==> src/hdl/spi_pkg.sv <==
package spi_pkg;

    // bits moved in each direction per frame
    localparam int FRAME_BITS = 40;

    // width of the bit-rate divider setting
    localparam int DIV_WIDTH = 3;

    // slave select lines and the width of their index
    localparam int CS_COUNT = 4;
    localparam int CS_SEL_WIDTH = 2;

    // serial clock edges in one frame, one fall and one rise per bit
    localparam int EDGE_COUNT = 2 * FRAME_BITS;

    // tick count where chip select is released after the last rise
    localparam int HOLD_COUNT = EDGE_COUNT + 1;

    // parking count, held until send_enable is seen low
    localparam int DONE_COUNT = EDGE_COUNT + 2;

    // frame controller tick counter, counts 0 up to DONE_COUNT
    localparam int BIT_COUNT_WIDTH = $clog2(DONE_COUNT + 1);

    typedef logic [FRAME_BITS-1:0] frame_t;

endpackage

==> src/hdl/spi_shift_if.sv <==
`timescale 1ns/1ps

interface spi_shift_if;

    // copy the transmit word into the shifter
    logic load;

    // next bit onto mosi, on a falling sclk edge
    logic shift_out;

    // capture miso, on a rising sclk edge
    logic sample_in;

    // publish the received word
    logic frame_end;

    modport ctrl
    (
        output load,
        output shift_out,
        output sample_in,
        output frame_end
    );

    modport shifter
    (
        input load,
        input shift_out,
        input sample_in,
        input frame_end
    );

endinterface

==> src/hdl/spi_tick_divider.sv <==
`timescale 1ns/1ps

module spi_tick_divider
(
    input  logic                            clk_in,
    input  logic                            reset,
    input  logic [spi_pkg::DIV_WIDTH-1:0]   clk_count_max,
    output logic                            tick
);

    logic [spi_pkg::DIV_WIDTH-1:0] count;

    // one tick per clk_count_max + 1 cycles
    assign tick = (count == '0);

    always_ff @(posedge clk_in)
    begin
        if (reset)
        begin
            count <= clk_count_max;
        end
        else if (count == '0)
        begin
            // reload picks up a new setting at the period boundary
            count <= clk_count_max;
        end
        else
        begin
            count <= count - 1'b1;
        end
    end

endmodule

==> src/hdl/spi_frame_ctrl.sv <==
`timescale 1ns/1ps

module spi_frame_ctrl
(
    input  logic            clk_in,
    input  logic            reset,
    input  logic            tick,
    input  logic            send_enable,
    output logic            sclk,
    output logic            cs_active,
    output logic            frame_done,
    spi_shift_if.ctrl       shift
);

    localparam logic [spi_pkg::BIT_COUNT_WIDTH-1:0] EDGE_LAST =
        spi_pkg::BIT_COUNT_WIDTH'(spi_pkg::EDGE_COUNT);
    localparam logic [spi_pkg::BIT_COUNT_WIDTH-1:0] HOLD_AT =
        spi_pkg::BIT_COUNT_WIDTH'(spi_pkg::HOLD_COUNT);
    localparam logic [spi_pkg::BIT_COUNT_WIDTH-1:0] DONE_AT =
        spi_pkg::BIT_COUNT_WIDTH'(spi_pkg::DONE_COUNT);

    // 0 idle, 1..EDGE_LAST clock edges, HOLD_AT cs release, DONE_AT parked
    logic [spi_pkg::BIT_COUNT_WIDTH-1:0] bit_count;

    logic step;
    logic idle;
    logic in_edges;
    logic fall_edge;
    logic frame_end_hit;

    // every action needs a tick with the host still asking for the frame
    assign step      = tick && send_enable;
    assign idle      = (bit_count == '0);
    assign in_edges  = (bit_count != '0) && (bit_count <= EDGE_LAST);
    // odd counts are falling edges since sclk idles high
    assign fall_edge = bit_count[0];

    assign frame_end_hit = step && (bit_count == HOLD_AT);

    assign shift.load      = step && idle;
    // the first fall carries no shift, the load already put bit one on mosi
    assign shift.shift_out = step && in_edges && fall_edge && (bit_count != 1);
    assign shift.sample_in = step && in_edges && !fall_edge;
    assign shift.frame_end = frame_end_hit;

    always_ff @(posedge clk_in)
    begin
        if (reset)
        begin
            bit_count  <= '0;
            sclk       <= 1'b1;
            cs_active  <= 1'b0;
            frame_done <= 1'b0;
        end
        else
        begin
            frame_done <= frame_end_hit;
            if (tick)
            begin
                if (!send_enable)
                begin
                    // re-arm, or abort a frame in flight
                    bit_count <= '0;
                    sclk      <= 1'b1;
                    cs_active <= 1'b0;
                end
                else if (bit_count != DONE_AT)
                begin
                    bit_count <= bit_count + 1'b1;
                    if (idle)
                    begin
                        cs_active <= 1'b1;
                    end
                    if (in_edges)
                    begin
                        sclk <= !sclk;
                    end
                    if (bit_count == HOLD_AT)
                    begin
                        cs_active <= 1'b0;
                    end
                end
            end
        end
    end

endmodule

==> src/hdl/spi_shift_reg.sv <==
`timescale 1ns/1ps

module spi_shift_reg
(
    input  logic                clk_in,
    input  logic                reset,
    input  spi_pkg::frame_t     data_in,
    input  logic                miso,
    output logic                mosi,
    output spi_pkg::frame_t     data_out,
    spi_shift_if.shifter        shift
);

    spi_pkg::frame_t tx_word;
    spi_pkg::frame_t rx_word;

    // msb first, the top bit is always on the line
    assign mosi = tx_word[spi_pkg::FRAME_BITS-1];

    always_ff @(posedge clk_in)
    begin
        if (reset)
        begin
            tx_word <= '0;
        end
        else if (shift.load)
        begin
            tx_word <= data_in;
        end
        else if (shift.shift_out)
        begin
            tx_word <= {tx_word[spi_pkg::FRAME_BITS-2:0], 1'b0};
        end
    end

    // miso enters at the bottom and walks up to the msb
    always_ff @(posedge clk_in)
    begin
        if (shift.sample_in)
        begin
            rx_word <= {rx_word[spi_pkg::FRAME_BITS-2:0], miso};
        end
    end

    // host view only moves at the end of a complete frame
    always_ff @(posedge clk_in)
    begin
        if (reset)
        begin
            data_out <= '0;
        end
        else if (shift.frame_end)
        begin
            data_out <= rx_word;
        end
    end

endmodule

==> src/hdl/spi_cs_decoder.sv <==
`timescale 1ns/1ps

module spi_cs_decoder
(
    input  logic                                clk_in,
    input  logic                                reset,
    input  logic                                cs_active,
    input  logic [spi_pkg::CS_SEL_WIDTH-1:0]    cs_select,
    output logic [spi_pkg::CS_COUNT-1:0]        cs_n
);

    logic [spi_pkg::CS_COUNT-1:0] cs_n_next;

    // one-cold decode, all lines high when no frame is active
    always_comb
    begin
        cs_n_next = '1;
        if (cs_active)
        begin
            cs_n_next[cs_select] = 1'b0;
        end
    end

    // registered so the select lines come straight from flops
    always_ff @(posedge clk_in)
    begin
        if (reset)
        begin
            cs_n <= '1;
        end
        else
        begin
            cs_n <= cs_n_next;
        end
    end

endmodule

==> src/hdl/spi_master.sv <==
`timescale 1ns/1ps

module spi_master
(
    input  logic                                clk_in,
    input  logic                                reset,
    input  spi_pkg::frame_t                     data_in,
    input  logic [spi_pkg::DIV_WIDTH-1:0]       clk_count_max,
    input  logic                                send_enable,
    input  logic [spi_pkg::CS_SEL_WIDTH-1:0]    cs_select,
    input  logic                                miso,
    output spi_pkg::frame_t                     data_out,
    output logic                                sclk,
    output logic                                mosi,
    output logic [spi_pkg::CS_COUNT-1:0]        cs_n,
    output logic                                frame_done
);

    logic tick;
    logic cs_active;

    spi_shift_if shift_bus ();

    // bit-rate enable, all flops stay on clk_in
    spi_tick_divider i_spi_tick_divider
    (
        .clk_in         (clk_in),
        .reset          (reset),
        .clk_count_max  (clk_count_max),
        .tick           (tick)
    );

    spi_frame_ctrl i_spi_frame_ctrl
    (
        .clk_in         (clk_in),
        .reset          (reset),
        .tick           (tick),
        .send_enable    (send_enable),
        .sclk           (sclk),
        .cs_active      (cs_active),
        .frame_done     (frame_done),
        .shift          (shift_bus.ctrl)
    );

    spi_shift_reg i_spi_shift_reg
    (
        .clk_in         (clk_in),
        .reset          (reset),
        .data_in        (data_in),
        .miso           (miso),
        .mosi           (mosi),
        .data_out       (data_out),
        .shift          (shift_bus.shifter)
    );

    // cs_n lags cs_active by one clk_in cycle
    spi_cs_decoder i_spi_cs_decoder
    (
        .clk_in         (clk_in),
        .reset          (reset),
        .cs_active      (cs_active),
        .cs_select      (cs_select),
        .cs_n           (cs_n)
    );

endmodule

==> config.mk <==
export PLATFORM = sky130hd
export DESIGN_NAME = spi_master
export DESIGN_NICKNAME = d
export VERILOG_FILES = /design/src/hdl/spi_pkg.sv /design/src/hdl/spi_shift_if.sv /design/src/hdl/spi_tick_divider.sv /design/src/hdl/spi_frame_ctrl.sv /design/src/hdl/spi_shift_reg.sv /design/src/hdl/spi_cs_decoder.sv /design/src/hdl/spi_master.sv
export SDC_FILE = /design/constraint.sdc
export NUM_CORES = 1
export LEC_CHECK = 0
export ABC_AREA = 0
export BUFFER_PORTS_ARGS = -buffer_cell sky130_fd_sc_hd__buf_2
export CAP_MARGIN = 20
export CORE_MARGIN = 5
export CORE_UTILIZATION = 57
export CTS_BUF_LIST = sky130_fd_sc_hd__clkbuf_8
export DETAILED_ROUTE_END_ITERATION = 12
export GPL_TIMING_DRIVEN = 0
export HOLD_SLACK_MARGIN = 0.02
export PLACE_DENSITY = 0.78
export SETUP_SLACK_MARGIN = 0.3
export SLEW_MARGIN = 30
export SYNTH_ARGS = -nofsm -noshare
export SYNTH_HDL_FRONTEND = slang
export SYNTH_HIERARCHICAL = 1
export SYNTH_SLANG_ARGS = --single-unit
==> constraint.sdc <==
create_clock -name clk_in -period 7.1 [get_ports clk_in]
set_clock_uncertainty 0.1 [all_clocks]
set_input_delay 0.71 -clock clk_in [delete_from_list [all_inputs] [get_ports clk_in]]
set_output_delay 0.71 -clock clk_in [all_outputs]
set_load 0.01 [all_outputs]
==> flow_summary.toml <==
[placement]
io_buffers = 95
dp_hpwl_um = 7140
place_inst = 651
dp_slack_ps = 4390
place_area_sq_um = 5930
routabilityCongestion = 0.853

[synth]
syn_area_sq_um = 5270
synthCells = 438
ys_ff_latch = 137
synthesis.nets = 493
synth.avg_cell_area_sq_um = 12.0
synth_warnings = 6
ys_types = 37
seq_area_frac_synth = 0.596

[cts]
clk_pin_slew_ps = 80
clk_latency_ps = 430
cts-htree-levels = 4
cts_setup_buffers = 0
cts_tree = "built"
cts-root-buf = "clkbuf_8"
cts_buffer_depth = 2
clock_sinks = 137
cts_hold_buf = 0
ctsResizeCount = 0
cts_buffers = 17

[routing]
via_per_inst = 5.28
num_vias = 3606
drc = 0
ant_nets = 0
drt_iter0_drc = 104
first_pass_iters = 4
drt_wl_total_um = 10100
wl_per_cell_um = 14.8

[global_routing]
grt_max_degree = 17
grt_pass1_wl_um = 17300
grt_pass1_vias = 3701
grt_overflow = 0
grt_use_total = 0.193
antenna_found_initial = 0

[pwr]
ir_worst_vdd_mv = 0.147
p_int_mw = 1.26
p_seq_frac = 0.521
switching_share = 0.240
p_sw_mw = 0.400
p_comb_frac = 0.091
power.density_nw_per_um2 = 262
p_clk_frac = 0.388
p_leak_nw = 2.34
power.total_mw = 1.66

[critical_path]
endpoint = "i_spi_shift_reg/rx_word[24]$_DFFE_PP_"
worstSetupEndpointType = "register"
required_ps = 7140
r2r_cells = 7
critPathLaunch = "i_spi_tick_divider/count[0]$_DFF_P_"
reg2reg_to = "i_spi_shift_reg/rx_word[24]$_DFFE_PP_"
rr_startpoint = "i_spi_tick_divider/count[0]$_DFF_P_"
r2r_slack_ps = 4350
worstSetupStartpointType = "register"
critPathArrivalTime_ps = 2780
worst-path-max-fanout = 12
crit_type = "register to register"

[timing]
rsz0062_at_grt = "no"
final_max_slew_viol_count = 0
finalHoldViolCount = 0
worst_slew_pin_slew_ps = 782
final.setup.worst_slack_ps = 4350
whs_ps = 345
period_share = 0.387
finalSetupTns_ps = 0
max_freq_mhz = 364
fin_crit_ps = 2750
setup_violations = 0
slew_headroom = 0.474

[final_layout]
design_area_sq_um = 6340
syn_to_final_growth_pct = 20.3
drive_above_1_share = 0.264
n_antenna_cell = 0
fin_nets = 614
layout_commonest_cell = "buf_2"
most-common-layout-cells = "107 x buf_2, 97 x dfxtp_1, 79 x mux2i_1, 45 x nor2_1"
final_util = 0.696
finalNonFillerCells = 683

[job]
cap_violations = 0

[floorplan]
start_util = 0.579
rows = 35
core_sq_um = 9110
dieArea_sq_um = 11300
die_x_um = 106
ioPinCount = 96
fp.dieH_um = 106

[status]
status = "finished, final reports clean"

[hold_path]
hold_path.class = "register to register"
critical path, stage by stage (launching register included):
cell and delay [ps]:
dfxtp_1 310, inv_1 50, ha_1 130, ha_1 460, nand2_1 230, nor4_2 630, buf_2 330, buf_2 220
final cells by class:
cell class	instances	area, sq um
clock inverter	15	175
clock buffer	17	234
buffer	29	159
sequential	137	3140
multi-input combinational	265	1950
fill	665	2770
tap	111	139
inverter	7	26.3
timing repair buffer	102	515
metal layers:
| layer | up-vias | global-route usage | wire length (um) | share of wire |
|---|---|---|---|---|
| met1 | 1685 | 0.254 | 4660 | 0.46 |
| met2 | 90 | 0.296 | 4700 | 0.46 |
| met4 | 0 | 0.0712 | 148 | 0.015 |
| li1 | 1818 | - | - | - |
| met3 | 13 | 0.0631 | 623 | 0.062 |
| met5 | - | 0 | 0 | 0 |
Yosys cell counts:
master	count	area [sq um]
dfxtp_1	97	1940
mux2i_1	79	791
nor2_1	45	169
a211oi_1	40	300
edfxtp_1	40	1200
nor2b_1	39	244
clkbuf_1	16	60.1
a21oi_1	7	35.0
buf_2	7	35.0
inv_1	7	26.3
nand2_1	7	26.3
ha_1	6	75.1
o21ai_0	6	30.0
buf_6	5	56.3
nand3_1	4	20.0
nor4_1	4	25.0
nand4_1	3	18.8
o21ai_1	3	15.0
or3_1	3	18.8
nand4bb_1	2	22.5
xor2_1	2	17.5
a21o_1	1	7.51
a311oi_1	1	8.76
and3_2	1	7.51
and3_4	1	11.3
buf_4	1	7.51
nand4b_1	1	8.76
nor3_1	1	5.00
nor3_2	1	10.0
nor4b_1	1	8.76
o21a_1	1	7.51
o21ai_4	1	16.3
o31a_1	1	8.76
or2_1	1	6.26
or3_4	1	11.3
or3b_1	1	8.76
or4b_1	1	10.0
cell families (layout without fill, tap and decap cells):
logic type / count (synthesis) / after routing / synth area share
muxes: 79 / 79 / 0.150
xor gates and xnor gates: 2 / 2 / 0.00332
buffers and inverters: 36 / 170 / 0.0351
adders and majority gates: 6 / 6 / 0.0142
AOI/OAI and AO/OA: 61 / 61 / 0.0814
and+or+nand+nor: 117 / 117 / 0.120
DFF: 137 / 137 / 0.596
flip-flops by register name, indices dropped and copies added (netlist names):
register and count:
i_spi_shift_reg/data_out 40, i_spi_shift_reg/rx_word 40, i_spi_shift_reg/tx_word 40, i_spi_frame_ctrl/bit_count 7, i_spi_cs_decoder/cs_n 4, i_spi_tick_divider/count 3, i_spi_frame_ctrl/cs_active 1, i_spi_frame_ctrl/frame_done 1
i_spi_frame_ctrl/sclk 1
power groups by stage:
stage | Sequential (mW) | Clock [mW] | Combinational (mW)
finish | 0.867 | 0.646 | 0.151
global route | 0.872 | 0.710 | 0.171
CTS | 0.867 | 0.664 | 0.151
global placement | 0.884 | 0 | 0.144
floorplan | 0.880 | 0 | 0.107
detailed placement | 0.885 | 0 | 0.150
worst min-delay path by stage:
| stage | startpoint | end | slack (ps) | cells after the start |
|---|---|---|---|---|
| 2_1_floorplan | i_spi_tick_divider/count[0]$_DFF_P_ | i_spi_tick_divider/count[0]$_DFF_P_ | 310 | 1 |
| 3_3_place_gp | i_spi_tick_divider/count[0]$_DFF_P_ | i_spi_tick_divider/count[0]$_DFF_P_ | 330 | 1 |
| 3_5_place_dp | i_spi_tick_divider/count[0]$_DFF_P_ | i_spi_tick_divider/count[0]$_DFF_P_ | 330 | 1 |
| 4_1_cts | miso | i_spi_shift_reg/rx_word[0]$_DFFE_PP_ | 320 | 1 |
| 5_1_grt | miso | i_spi_shift_reg/rx_word[0]$_DFFE_PP_ | 320 | 1 |
| 6_report | i_spi_shift_reg/rx_word[21]$_DFFE_PP_ | i_spi_shift_reg/rx_word[22]$_DFFE_PP_ | 340 | 0 |
Power figures use the tool's default switching activity.
